File: src/include/dcache_config.svh
`ifndef DCACHE_CONFIG_SVH
`define DCACHE_CONFIG_SVH

// Cache geometry
`define DCACHE_INDEX_WIDTH 4
`define DCACHE_OFFSET_WIDTH 4
`define DCACHE_BUS_ADDR_WIDTH 20

// Derived sizes
`define DCACHE_QSEL_WIDTH (`DCACHE_OFFSET_WIDTH - 2)
`define DCACHE_LINE_COUNT (1 << `DCACHE_INDEX_WIDTH)
`define DCACHE_WORDS_PER_LINE (1 << `DCACHE_OFFSET_WIDTH)
`define DCACHE_QWORDS_PER_LINE (1 << `DCACHE_QSEL_WIDTH)

// Byte address = tag | index | word offset | 2 byte bits
`define DCACHE_TAG_WIDTH \
   (`DCACHE_BUS_ADDR_WIDTH - `DCACHE_INDEX_WIDTH - `DCACHE_OFFSET_WIDTH - 2)

`endif

File: src/logic/dcache_pkg.sv
`include "dcache_config.svh"

package dcache_pkg;

   typedef logic [31:0] word_t;    // Core data word
   typedef logic [3:0] strobe_t;   // Byte enables
   typedef logic [127:0] qword_t;  // Bus beat

   typedef logic [`DCACHE_TAG_WIDTH-1:0] tag_t;
   typedef logic [`DCACHE_INDEX_WIDTH-1:0] index_t;
   typedef logic [`DCACHE_OFFSET_WIDTH-1:0] offset_t;  // Word within the line
   typedef logic [`DCACHE_QSEL_WIDTH-1:0] qsel_t;      // Qword within the line

   // Qword address on the bus
   typedef logic [`DCACHE_TAG_WIDTH + `DCACHE_INDEX_WIDTH + `DCACHE_QSEL_WIDTH - 1:0]
      bus_addr_t;

   // Miss handling, one pass of WRITEBACK/REFILL per qword
   typedef enum logic [2:0] {
      IDLE,
      START,
      WRITEBACK,
      REFILL_REQ,
      REFILL_WAIT,
      NEXT
   } miss_state_t;

endpackage

File: src/logic/dcache_read_port.sv
`timescale 1ns/1ps

module dcache_read_port (
   input  logic                  clk_i,
   input  dcache_pkg::word_t     rd_word_i,
   input  dcache_pkg::index_t    cur_index_i,
   input  dcache_pkg::offset_t   cur_offset_i,
   input  dcache_pkg::index_t    pend_index_i,
   input  dcache_pkg::offset_t   pend_offset_i,
   input  dcache_pkg::word_t     pend_data_i,
   input  dcache_pkg::strobe_t   pend_strobe_i,
   input  logic                  pend_valid_i,
   input  logic                  en_i,
   input  logic                  stall_n_i,
   output dcache_pkg::word_t     data_o
);

   logic forward;
   dcache_pkg::word_t merged;

   // Same word as the store still on its way into the array
   assign forward = pend_valid_i
                 && (pend_index_i == cur_index_i)
                 && (pend_offset_i == cur_offset_i);

   always_comb begin
      merged = rd_word_i;
      for (int b = 0; b < 4; b++) begin
         if (forward && pend_strobe_i[b]) begin
            merged[8*b +: 8] = pend_data_i[8*b +: 8];
         end
      end
   end

   // Updates only on an accepted request
   always_ff @(posedge clk_i) begin
      if (en_i && stall_n_i) begin
         data_o <= merged;
      end
   end

endmodule

File: config.mk
export PLATFORM = sky130hd
export DESIGN_NAME = dcache_read_port
export DESIGN_NICKNAME = d
export VERILOG_FILES = /design/src/logic/dcache_pkg.sv /design/src/logic/dcache_read_port.sv
export VERILOG_INCLUDE_DIRS = /design/src /design/src/include
export SDC_FILE = /design/constraint.sdc
export NUM_CORES = 1
export LEC_CHECK = 0
export BUFFER_PORTS_ARGS = -buffer_cell sky130_fd_sc_hd__buf_2
export CAP_MARGIN = 20
export CORE_UTILIZATION = 43
export CTS_CLUSTER_DIAMETER = 30
export DETAILED_ROUTE_END_ITERATION = 8
export PLACE_DENSITY = 0.94
export SYNTH_ARGS = -nofsm -noshare
export SYNTH_HDL_FRONTEND = slang
export SYNTH_SLANG_ARGS = --single-unit
File: constraint.sdc
create_clock -name clk_i -period 5.3 [get_ports clk_i]
set_clock_uncertainty 0.1 [all_clocks]
set_input_delay 0.265 -clock clk_i [delete_from_list [all_inputs] [get_ports clk_i]]
set_output_delay 0.265 -clock clk_i [all_outputs]
set_load 0.1 [all_outputs]
# Word-level counts from Yosys, hierarchy flattened

Cells that the tools add are included.

Logic and storage cells: 14
Output and inout bits: 32
Flip-flop bits (word level): 32

Multiplexer cells: 4
Equality and inequality tests: 2
Reductions and logical operators: 7

Operators with widths:

| kind              | number |
|---|---|
| two-way mux 8 bit | 4 |
| == test 4 bit     | 2 |
| logical AND 1 bit | 7 |

# Logic depth before layout (Yosys ltp)

Word-level depth: 5
Mapped depth: 5
Depth with buffers taken out: 4

# Worst setup path after synthesis

OpenSTA, ideal clock, no wires.

Kind: in2reg
Start point: input port cur_index_i[0]
End point: register data_o[10], data pin
Required time: 4.940 ns
Setup time: 0.260 ns
Path buffers: 1
Data arrival time: 1.511 ns
Path slack: 3.428 ns
Stages: 5
Cell sequence: xnor2_2 -> nand3_2 -> or4_4 -> buf_6 -> mux2_4

Cells in the longest elaborated chain, start to end: 5

RTL lines:

| what                 | RTL line               | RTL |
|---|---|---|
| from (decl)          | dcache_read_port.sv:6  | `input dcache_pkg::index_t cur_index_i,` |
| == test 4 bit        | dcache_read_port.sv:23 | `&& (pend_index_i == cur_index_i)` |
| logical AND 1 bit    | dcache_read_port.sv:23 |  |
| logical AND 1 bit    | dcache_read_port.sv:24 | `&& (pend_offset_i == cur_offset_i);` |
| logical AND 1 bit    | dcache_read_port.sv:29 | `if (forward && pend_strobe_i[b]) begin` |
| two-way mux 8 bit    | dcache_read_port.sv:29 |  |
| net merged[10]       | dcache_read_port.sv:19 | `dcache_pkg::word_t merged;` |
| to (signal assigned) | dcache_read_port.sv:38 | `data_o <= merged;` |
| to (decl)            | dcache_read_port.sv:15 | `output dcache_pkg::word_t data_o` |

The timed path passes the listed nets, and every way through them passes these cells.
A chain may end at the register's enable or synchronous reset.

# Worst setup path after layout

Start point: input port cur_offset_i[0]
End point: register data_o[7], data pin

Cells in the longest elaborated chain, start to end: 4

RTL lines:

| what              | RTL line               | RTL |
|---|---|---|
| from (decl)       | dcache_read_port.sv:7  | `input dcache_pkg::offset_t cur_offset_i,` |
| == test 4 bit     | dcache_read_port.sv:24 |  |
| logical AND 1 bit | dcache_read_port.sv:24 |  |
| logical AND 1 bit | dcache_read_port.sv:29 |  |
| two-way mux 8 bit | dcache_read_port.sv:29 |  |
| net merged[7]     | dcache_read_port.sv:19 |  |

The timed path passes the listed nets, and every way through them passes these cells.

==> flow_summary.json <==
{
  "postCtsHoldBufs": 0,
  "die_area_sq_um": 3958,
  "switching_power_uw": 235.1,
  "synth.largest_area_cell": "edfxtp_1",
  "drt_first_pass_iters": 4,
  "maxClockFrequency_ghz": 0.5550,
  "buffer_ports.inserted": 119,
  "final_nets": 307,
  "grt_first_pass_wirelength_microns": 6009,
  "post_cts.repair.setup_buffers": 0,
  "tightest_slew_ns": 0.5471,
  "vias": 1297,
  "grt_antenna_before_repair": 0,
  "cts_tree": "built",
  "grt_pass1_vias": 1326,
  "boundaryPins": 120,
  "final_critical_path_setup_slack_ns": 3.498,
  "drt_wl_total_microns": 3829,
  "fin_tns_setup_ns": 0,
  "irDropWorstVdd_v": 0.00009778,
  "placedCellCount": 258,
  "htreeDepth": 2,
  "yosys_warnings": 0,
  "die_width_microns": 62.91,
  "worst-path-max-fanout": 8,
  "timing.setup.critical_path_class": "in -> reg",
  "top_register": "data_o",
  "critPathSlowestCell": "nor4_4",
  "post_drt_wl_per_cell_microns": 14.39,
  "post_synth_main_area_contributors": "edfxtp_1, mux2_2, mux2_4",
  "count_of_antenna_diodes_in_the_layout": 0,
  "area.sequential_sq_um": 960.9,
  "placed_area_sq_um": 2245,
  "worst_setup_hold_path_clk_slew_ns": 0.06,
  "post_synth_cell_types": 16,
  "yosys.area_share.simple_pct": 10.43,
  "hold_violations": 0,
  "cts-buffers-inserted": 5,
  "synth_xor_xnor_area_share_pct": 4.157,
  "clkPwrFrac_pct": 25.1,
  "outcome": "completed",
  "power_switching_share_pct": 34.75,
  "post_synth_instance_area_sq_um": 1595,
  "whs_endpoint": "data_o[10]",
  "worst_slew_margin_rel_pct": 63.25,
  "multi_input_area_sq_um": 623.1,
  "synth-compound-area-share_pct": 0,
  "globalRouteTotalUtil_pct": 20.50,
  "worstHoldPathType": "in -> reg",
  "arrival_ns": 1.73,
  "ant_nets": 0,
  "mostFrequentLayoutCell": "buf_2",
  "cts.repair.resized": 0,
  "grt_max_degree": 24,
  "critPathMaxStageDelay_ns": 0.51,
  "final_setup_fails": 0,
  "post_synth_fa_ha_maj_area_fraction_pct": 0,
  "crit_required_ns": 5.23,
  "post-synth-top-area-fraction_pct": 60.24,
  "static-leakage-power_uw": 0.001077,
  "timing.critical_path.buf_inv": 1,
  "placement_rows": 21,
  "synth_sequential_area_ratio_pct": 60.24,
  "drcViolationCount": 0,
  "synth_top_family_by_area": "multiplexers",
  "cp-end-kind": "flip-flop",
  "hold_depth": 2,
  "layout_worst_path_cycle_share_pct": 33.99,
  "worstHoldStart": "pend_data_i[10]",
  "synthMuxAreaShare_pct": 24.47,
  "reg_top3": "data_o x32",
  "die_h_microns": 62.91,
  "clk_root_buffer_cell": "clkbuf_8",
  "post_synthesis_net_count": 181,
  "final-instance-count-excl-fill": 266,
  "avgSynthCellArea_sq_um": 17.15,
  "worstSetupStartpointType": "input pin",
  "filler_cell_count": 261,
  "drt_iter0_markers": 42,
  "stdcell_area_sq_um": 2325,
  "core-area_sq_um": 3442,
  "family_of_cells_with_the_greatest_summed_delay_on_the_critical_path": "simple AND/OR/NAND/NOR gates",
  "largest_register_ffs": 32,
  "power.sequential.fraction_pct": 44.6,
  "area_growth_pct": 45.73,
  "maxSlewViolCount": 0,
  "syn_inst": 93,
  "post-route-min-period_ns": 1.802,
  "crit_path_cell_trace": "buf_2, xnor2_1, nand3_1, nor4_4, mux2_2",
  "comb_power_share_pct": 30.3,
  "power_density_nw_per_um2": 291.0,
  "maxCapViolations": 0,
  "initial_core_util_pct": 46.35,
  "post_route_cells_drive_above_1_share_pct": 74.55,
  "dp_worst_setup_slack_ns": 3.183,
  "avgViaCountPerCell": 4.876,
  "yosys_register_bits": 32,
  "leftover_overflow_at_the_end_of_global_routing": 0,
  "layout.cells.most_common_list": "buf_2, edfxtp_1, mux2_2, mux2_4, nand2b_1",
  "routabilityCongestion": 0.7388,
  "cellInternalPower_uw": 441.5,
  "unrepaired_setup_endpoints_after_global_routing": "no",
  "clock-sinks": 32,
  "ctsLongestPathBuffers": 2
}
==> worst max path at each step <==
stage	startpoint	depth (start not counted)	endpoint
4_1_cts	cur_offset_i[0]	5	data_o[2]
3_3_place_gp	cur_offset_i[0]	5	data_o[5]
3_5_place_dp	cur_offset_i[0]	5	data_o[2]
2_1_floorplan	cur_index_i[0]	5	data_o[10]
6_report	cur_offset_i[0]	5	data_o[7]
5_1_grt	cur_offset_i[0]	5	data_o[3]
==> synth_stat cells, drive strengths merged <==
cell and count:
mux2 32, nand2b 6, and2 1, nand4 4
and4 1, or4 1, nor4 1, edfxtp 32
xnor2 5, nand3 5, buf 1, and3 4
==> layer usage <==
| layer | GRT usage [%] | vias up | routed length [microns] |
|---|---|---|---|
| li1 | - | 618 | - |
| met1 | 20.76 | 594 | 1380 |
| met2 | 39.11 | 78 | 2111 |
| met3 | 3.832 | 7 | 261 |
| met4 | 10.47 | 0 | 76 |
| met5 | 0 | - | 0 |
==> power by group through the flow <==
stage	combinational (uW)	sequential [uW]	clock, uW
5_1_grt	213	303	184
3_3_place_gp	202	306	0
3_5_place_dp	205	307	0
6_report	205	302	170
2_1_floorplan	31.4	428	0
4_1_cts	206	302	173
==> cell type report <==
type                    count  share of cell area, %
clock buffers               7                  3.283
clock inverters             1                 0.1615
multi-input cells          60                  26.80
flip-flops and latches     32                  41.33
well taps                  46                  2.476
repair buffers            120                  25.94
==> cell families (layout without fill, tap and decap cells) <==
group / Yosys count / after routing
flops: 32 / 32
buf+inv: 1 / 128
xor+xnor: 5 / 5
simple gates: 23 / 23
mux: 32 / 32
==> stage by stage <==
| step | hold WS [ns] | utilization (%) | total power, uW |
|---|---|---|---|
| 2_1_floorplan | 0.3825 | - | 459.1 |
| 3_3_place_gp | 0.4655 | 65.21 | 507.7 |
| 3_5_place_dp | 0.4695 | 65.21 | 512.8 |
| 4_1_cts | 0.1770 | 67.54 | 680.8 |
| 5_1_grt | 0.1836 | 67.54 | 700.2 |
| 6_report | 0.1819 | 67.54 | 676.6 |
Note: power is estimated with default switching activity, not from simulation.
