<file path="config.mk">
export PLATFORM = sky130hd
export DESIGN_NAME = dcache_request_stage
export DESIGN_NICKNAME = d
export VERILOG_FILES = /design/src/logic/dcache_pkg.sv /design/src/logic/dcache_request_stage.sv
export VERILOG_INCLUDE_DIRS = /design/src /design/src/include
export SDC_FILE = /design/constraint.sdc
export NUM_CORES = 1
export LEC_CHECK = 0
export ABC_AREA = 1
export BUFFER_PORTS_ARGS = -buffer_cell sky130_fd_sc_hd__buf_2
export CORE_ASPECT_RATIO = 0.7
export CORE_MARGIN = 3
export CORE_UTILIZATION = 41
export DETAILED_ROUTE_END_ITERATION = 12
export PLACE_DENSITY = 0.95
export SLEW_MARGIN = 25
export SYNTH_ARGS = -nofsm -noshare
export SYNTH_HDL_FRONTEND = slang
export SYNTH_SLANG_ARGS = --single-unit
</file>
<file path="constraint.sdc">
create_clock -name clk_i -period 6.09 [get_ports clk_i]
set_input_delay 1.218 -clock clk_i [delete_from_list [all_inputs] [get_ports clk_i]]
set_output_delay 1.218 -clock clk_i [all_outputs]
set_load 0.05 [all_outputs]
</file>
<file path="src/include/dcache_config.svh">
`ifndef DCACHE_CONFIG_SVH
`define DCACHE_CONFIG_SVH

// Cache geometry
`define DCACHE_INDEX_WIDTH 4
`define DCACHE_OFFSET_WIDTH 4
`define DCACHE_BUS_ADDR_WIDTH 20

// Derived sizes
`define DCACHE_QSEL_WIDTH (`DCACHE_OFFSET_WIDTH - 2)
`define DCACHE_LINE_COUNT (1 << `DCACHE_INDEX_WIDTH)
`define DCACHE_WORDS_PER_LINE (1 << `DCACHE_OFFSET_WIDTH)
`define DCACHE_QWORDS_PER_LINE (1 << `DCACHE_QSEL_WIDTH)

// Byte address = tag | index | word offset | 2 byte bits
`define DCACHE_TAG_WIDTH \
   (`DCACHE_BUS_ADDR_WIDTH - `DCACHE_INDEX_WIDTH - `DCACHE_OFFSET_WIDTH - 2)

`endif

</file>
<file path="src/logic/dcache_pkg.sv">
`include "dcache_config.svh"

package dcache_pkg;

   typedef logic [31:0] word_t;    // Core data word
   typedef logic [3:0] strobe_t;   // Byte enables
   typedef logic [127:0] qword_t;  // Bus beat

   typedef logic [`DCACHE_TAG_WIDTH-1:0] tag_t;
   typedef logic [`DCACHE_INDEX_WIDTH-1:0] index_t;
   typedef logic [`DCACHE_OFFSET_WIDTH-1:0] offset_t;  // Word within the line
   typedef logic [`DCACHE_QSEL_WIDTH-1:0] qsel_t;      // Qword within the line

   // Qword address on the bus
   typedef logic [`DCACHE_TAG_WIDTH + `DCACHE_INDEX_WIDTH + `DCACHE_QSEL_WIDTH - 1:0]
      bus_addr_t;

   // Miss handling, one pass of WRITEBACK/REFILL per qword
   typedef enum logic [2:0] {
      IDLE,
      START,
      WRITEBACK,
      REFILL_REQ,
      REFILL_WAIT,
      NEXT
   } miss_state_t;

endpackage

</file>
<file path="src/logic/dcache_request_stage.sv">
`timescale 1ns/1ps
`include "dcache_config.svh"

module dcache_request_stage (
   input  logic                    clk_i,
   input  logic                    rst_i,
   input  logic [31:2]             addr_i,
   input  dcache_pkg::word_t       data_i,
   input  logic                    en_i,
   input  dcache_pkg::strobe_t     write_en_i,
   input  logic                    stall_n_i,
   output dcache_pkg::tag_t        cur_tag_o,
   output dcache_pkg::index_t      cur_index_o,
   output dcache_pkg::offset_t     cur_offset_o,
   output dcache_pkg::index_t      pend_index_o,
   output dcache_pkg::offset_t     pend_offset_o,
   output dcache_pkg::tag_t        pend_tag_o,
   output dcache_pkg::word_t       pend_data_o,
   output dcache_pkg::strobe_t     pend_strobe_o,
   output logic                    pend_valid_o
);

   localparam int INDEX_LSB = `DCACHE_OFFSET_WIDTH + 2;
   localparam int TAG_LSB = INDEX_LSB + `DCACHE_INDEX_WIDTH;
   localparam int TAG_MSB = `DCACHE_BUS_ADDR_WIDTH - 1;  // Upper address bits ignored

   logic accept_store;

   assign cur_offset_o = addr_i[INDEX_LSB-1:2];
   assign cur_index_o = addr_i[TAG_LSB-1:INDEX_LSB];
   assign cur_tag_o = addr_i[TAG_MSB:TAG_LSB];

   assign accept_store = en_i && stall_n_i && (write_en_i != '0);

   // Delayed store lands one cycle after it is accepted
   always_ff @(posedge clk_i) begin
      if (rst_i) begin
         pend_valid_o <= 1'b0;
      end else begin
         pend_valid_o <= accept_store;  // Reads and idle cycles drop it
      end
   end

   // Store fields hold while stalled
   always_ff @(posedge clk_i) begin
      if (accept_store) begin
         pend_tag_o <= cur_tag_o;
         pend_index_o <= cur_index_o;
         pend_offset_o <= cur_offset_o;
         pend_data_o <= data_i;
         pend_strobe_o <= write_en_i;
      end
   end

   // Core must hold its request while the cache stalls it
   a_core_holds: assert property (@(posedge clk_i) disable iff (rst_i)
      en_i && !stall_n_i |=> $stable(addr_i) && $stable(write_en_i));

endmodule

</file>
* Yosys cells after proc, flatten, opt, wreduce, memory -nomap -nowiden *
Index checks and enable logic that the tools add are counted.

storage, ports and cells
  register bits after elaboration = 55
  memories = 0
  bits in latches = 0
  RAM bits = 0
  output and inout port bits = 73
  logic and storage cells = 9
  memory bits (read-only) = 0

operators by class
  divide/modulo/power cells = 0
  add/subtract/negate cells = 0
  magnitude comparators = 0
  reductions and logical operators = 3
  eq/ne operators = 0
  shift-type cells = 0
  muxes and demuxes = 0
  multipliers = 0
  bitwise operators = 0

operator list
  kind               number
  $reduce_bool 4->1  1
  $logic_and 1x1->1  2

* Logic depth before layout (Yosys ltp) *
Gate-level depths: netlist of run 1.

  depth after elaboration = 2
  gate-level depth with buffers = 4

* Least setup slack after synthesis of run 1 *
OpenSTA, ideal clock, no wires.

  path kind = in2reg
  start = input port en_i
  end = register pend_data_o[0], enable pin
  stages on the path = 4
  slack = 3272 ps
  data required time = 5682 ps
  arrival = 2409 ps
  library setup time = 408 ps
  cell sequence = nand2_1 -> inv_1 -> nand2_1 -> inv_1

on the way
  cells in the longest elaborated chain, start to end = 2

ends and longest elaborated chain
  element                          line                        RTL
  start, declared                  dcache_request_stage.sv:9   input logic en_i,
  $logic_and 1x1->1 (2 in series)  dcache_request_stage.sv:33  assign accept_store = en_i && stall_n_i && (write_en_i != '0);
  named net accept_store           dcache_request_stage.sv:27  logic accept_store;
  end signal, assigned             dcache_request_stage.sv:50  pend_data_o <= data_i;
  end, declared                    dcache_request_stage.sv:18  output dcache_pkg::word_t pend_data_o,

The timed path passes the listed nets, and every way through them passes these cells.
A chain may end at the register's enable or synchronous reset.

* Worst setup path in the final report of run 1 *
  start = input port addr_i[15] (netlist name)
  end = output port cur_tag_o[5]

RTL lines
  element          line                        RTL
  start, declared  dcache_request_stage.sv:7   input logic [31:2] addr_i,
  end, declared    dcache_request_stage.sv:12  output dcache_pkg::tag_t cur_tag_o,

No word-level cell between the ends.

==> impl_metrics.ini, run 1 <==
[routing]
wl_mm = 3.60
via_per_inst = 4.24
ant_nets = 0
drtPass1Iterations = 3
drc = 0
dr.first_iter.drc_count = 27
vias = 1069
wire_per_inst_um = 14.3

[cells_and_area]
syn2layout_area_growth_pct = 37.0
insertedDiodeCount = 0
final_common_cell = buf_2
drive_above_1_share_pct = 69.0
layout_common_cells = buf_2 (130), edfxtp_1 (54), clkbuf_8 (5)
nets = 270

[synth]
syn_avg_cell_area_um2 = 22.3
ys_warn_count = 0
synth_cell_type_count = 6
syn_nets = 151
synth-seq-cells = 55
synthCells = 81
synthesis.area_um2 = 1810
ys_seq_area_share_pct = 90.9

[cts]
tritoncts = yes
cts_sinks = 55
postCtsHoldBufs = 0
cts-resized-gates = 0
cts_buffers = 5
clk_path_buf_depth = 2
clk_pin_slew_ns = 0.09
cts_root_buffer = clkbuf_8
post_cts_buffers = 0
cts-htree-levels = 2

[setup_path]
worstSetupEndpointType = primary output
criticalPathCategory = in -> out
critPathBufInv = 2
crit_family = buffers and inverters
cpPeakStageDelay_ns = 0.25
cp_common_cell = buf_2
worst-endpoint-arrival_ns = 1.57
setup.worst_path.start_class = input pin
slowest_stage = buf_2
cp_max_fo = 2
critPathRequiredTime_ns = 4.87
cp_cell_sequence = buf_2, buf_2

[floorplan]
placementRows = 19
die_x_um = 85.3
die_y_um = 61.5
initial_utilization_pct = 44.2
core_um2 = 4090
die_area_um2 = 5250
ioPinCount = 143

[global_route]
grt_antenna_before_repair = 0
grt-ovfl-total = 0
track_usage_pct = 13.4
grt_pass1_vias = 1038
grt_first_pass_wirelength_mm = 4.97
grt_start_max_net_pins = 55

[status]
run_status = complete, no violations

[sta]
finalHoldViolations = 0
max_slew_margin_pct = 43.5
hold_ws_ns = 1.06
tightest_slew_ns = 0.847
post-route-period-util_pct = 45.7
final-setup-viol-count = 0
tns_ns = 0
fin_ws_ns = 3.30
fmax_ghz = 0.359
slew_viol_final = 0
min_period_ns = 2.79
rsz0062_at_grt = false

[min_path]
min_path_cells = 2
hold_start = rst_i
min_to = pend_valid_o$_SDFF_PP0_
hp-class = in -> reg

[placement]
routabilityCongestion = 0.728
place_hpwl_mm = 2.84
place_ws_ns = 3.30
port_buffers = 130

[pwr]
leakage_nw = 1.10
power.density_nw_per_um2 = 330
vdd_drop_max_mv = 0.221

[job]
timing.max_cap.violations = 0
## routing by layer
layer	track usage (%)	vias up	share of wire, %
met3	7.62	7	13
li1	-	517	-
met1	14.1	478	34
met5	0	-	0
met4	6.77	0	1.7
met2	22.3	67	52
## Yosys cell counts
library cell / instances / share of area [%]
edfxtp_1: 54 / 90
buf_4: 18 / 7.5
nand2_1: 3 / 0.62
nor2_1: 3 / 0.62
inv_1: 2 / 0.42
dfxtp_1: 1 / 1.1
## flip-flops by register name, indices dropped and copies added, names as in the netlist
name	count
pend_data_o	32
pend_tag_o	10
pend_index_o	4
pend_offset_o	4
pend_strobe_o	4
pend_valid_o	1
## cell type report
cell class,count,area (µm²)
clock buffers,5,68.8
clock inverters,2,17.5
inverters,2,8.76
repair buffers,130,651
well taps,52,65.1
fillers,324,1610
multi-input cells,6,22.5
flip-flops and latches,55,1640
## stage by stage
stage          cell area, µm²  std cells  power [mW]  util, %
3_3_place_gp             2390        245       0.627     58.4
6_report                 2470        252       0.816     60.5
2_1_floorplan            1810         81       0.589        -
3_5_place_dp             2390        245       0.630     58.4
5_1_grt                  2470        252       0.847     60.5
4_1_cts                  2470        252       0.826     60.5
## worst max-delay path by stage
stage | endpoint | startpoint | depth (start not counted)
detailed placement | cur_tag_o[5] | addr_i[15] | 2
finish | cur_tag_o[5] | addr_i[15] | 2
global placement | cur_tag_o[5] | addr_i[15] | 2
global route | cur_tag_o[9] | addr_i[19] | 2
floorplan | pend_data_o[0]$_DFFE_PP_ | en_i | 4
CTS | cur_tag_o[5] | addr_i[15] | 2
## power by group
group	switching [mW]	total [mW]	internal, mW
Sequential	0.00543	0.450	0.445
Combinational	0.136	0.170	0.0337
Clock	0.115	0.196	0.0810
## cells by family (layout without fill, tap and decap cells)
logic type	count (synthesis)	in the layout	synth area share, %
buffers and inverters	20	139	7.89
AND/OR/NAND/NOR	6	6	1.25
flip-flops	55	55	90.9
Power figures use the tool's default switching activity.
==> run 2: changes to the inputs <==
--- a/config.mk
+++ b/config.mk
@@ -10,9 +10,9 @@
 export BUFFER_PORTS_ARGS = -buffer_cell sky130_fd_sc_hd__buf_2
 export CORE_ASPECT_RATIO = 0.7
 export CORE_MARGIN = 3
-export CORE_UTILIZATION = 41
+export CORE_UTILIZATION = 38
 export DETAILED_ROUTE_END_ITERATION = 12
-export PLACE_DENSITY = 0.95
+export PLACE_DENSITY = 0.9
 export SLEW_MARGIN = 25
 export SYNTH_ARGS = -nofsm -noshare
 export SYNTH_HDL_FRONTEND = slang
==> constraint.sdc (replaced) <==
create_clock -name clk_i -period 2.9 [get_ports clk_i]
set_input_delay 0.58 -clock clk_i [delete_from_list [all_inputs] [get_ports clk_i]]
set_output_delay 0.58 -clock clk_i [all_outputs]
set_load 0.05 [all_outputs]
==> run 2 against run 1 <==
  * Flip-flop and latch count did not move
  * Die area is 7.2% higher
  * Non-clock buffer count up 1
  * Worst setup slack worse by 1.9 ns
  * Cell area increased by 1.0%
  * Global-route usage grew 0.80 points
  * Sequential share of layout area shrank 0.66 points
  * Clock power grew 110%
  * First-iteration DRC count rose by 15%
  * Critical endpoint is now cur_tag_o[8]
  * Largest cell class unchanged
==> impl_metrics.ini, run 2 (same netlist as run 1, synthesis figures left out) <==
[setup_path]
cp_max_fo = 2
slowest_stage = buf_2
criticalPathCategory = in -> out
cp.depth = 2
cp_cell_sequence = buf_2, buf_2
critPathBufInv = 2
critPathRequiredTime_ns = 2.32
cp_common_cell = buf_2
worstSetupEndpointType = primary output
setup.worst_path.start_class = input pin
worst-endpoint-arrival_ns = 0.94
cpPeakStageDelay_ns = 0.26
crit_family = buffers and inverters

[cells_and_area]
largest_reg_flops = 32
final_common_cell = buf_2
drive_above_1_share_pct = 68.8
reg_top3 = pend_data_o (32), pend_tag_o (10)
insertedDiodeCount = 0
finalInstanceArea_um2 = 2500
layout_common_cells = buf_2 (130), edfxtp_1 (54), clkbuf_8 (5)
top_register = pend_data_o
nets = 271
syn2layout_area_growth_pct = 38.4

[floorplan]
core_um2 = 4450
initial_utilization_pct = 40.6
placementRows = 20
die_y_um = 63.7
die_area_um2 = 5630
die_x_um = 88.4
ioPinCount = 143

[sta]
fmax_ghz = 0.657
min_period_ns = 1.52
hold_ws_ns = 0.421
tns_ns = 0
slew_viol_final = 0
max_slew_margin_pct = 65.2
rsz0062_at_grt = false
tightest_slew_ns = 0.521
fin_ws_ns = 1.38
post-route-period-util_pct = 52.5
finalHoldViolations = 0
final-setup-viol-count = 0

[global_route]
grt_antenna_before_repair = 0
grt_start_max_net_pins = 32
grt-ovfl-total = 0
grt_pass1_vias = 1190
grt_first_pass_wirelength_mm = 5.73
track_usage_pct = 14.2

[routing]
highest_layer = met4
wl_met2_mm = 2.19
drc = 0
dr.first_iter.drc_count = 31
via_per_inst = 4.29
met1_length_mm = 1.23
ant_nets = 0
wl_mm = 3.86
wire_per_inst_um = 15.0
routed-wl-met3_um = 402
vias = 1103
drtPass1Iterations = 2

[cts]
cts_root_buffer = clkbuf_8
tritoncts = yes
clk_pin_slew_ns = 0.09
cts_sinks = 55
clk_path_buf_depth = 2
cts_buffers = 5
cts-resized-gates = 0
post_cts_buffers = 0
cts-htree-levels = 2
postCtsHoldBufs = 0

[pwr]
leakage_nw = 1.10
power.density_nw_per_um2 = 687
vdd_drop_max_mv = 0.399

[placement]
port_buffers = 130
dpl_cell_area_um2 = 2410
place_ws_ns = 1.03
routabilityCongestion = 0.668
place_hpwl_mm = 3.10

[min_path]
hp-class = in -> reg
min_to = pend_valid_o$_SDFF_PP0_
hold_start = rst_i
min_path_cells = 2

[status]
run_status = complete, no violations

[job]
timing.max_cap.violations = 0
[run 2: changes by cell type in the layout (fill, tap and decap cells not counted), sizes merged]
cell,before,now
clkinvlp,0,1
buf,130,131
clkbuf,5,6
clkinv,2,0
inv,2,3
[run 2: power breakdown]
group | internal (mW) | switching, mW | leakage, nW
logic | 0.0736 | 0.287 | 0.546
registers | 0.933 | 0.0126 | 0.514
clock network | 0.174 | 0.239 | 0.0418
[run 2: how the worst max path moves through the flow]
stage                              from                    endpoint  slack [ns]
after detailed placement  write_en_i[1]   pend_data_o[20]$_DFFE_PP_        1.03
after global routing      write_en_i[1]  pend_offset_o[2]$_DFFE_PP_        1.28
after global placement    write_en_i[3]   pend_data_o[20]$_DFFE_PP_        1.07
after CTS                 write_en_i[1]  pend_offset_o[2]$_DFFE_PP_        1.36
final                        addr_i[18]                cur_tag_o[8]        1.38
after floorplan                    en_i    pend_data_o[0]$_DFFE_PP_        0.72
[run 2: layout make-up]
cell class	count	area, µm²
clock buffers	6	72.6
clock inverters	2	16.3
fillers	382	1950
inverters	2	7.51
multi-input cells	6	22.5
flip-flops and latches	55	1640
well taps	55	68.8
repair buffers	131	671
[run 2: layer usage]
layer	GRT usage, %	up-vias
met5	0	-
met4	5.66	0
met3	6.93	4
met2	25.7	67
met1	13.6	514
li1	-	518
[run 2: through the flow]
step	utilization (%)	cells	power [mW]
global route	56.1	257	1.79
finish	56.1	257	1.72
floorplan	-	81	1.24
CTS	56.1	257	1.73
global placement	54.1	249	1.32
detailed placement	54.1	249	1.33
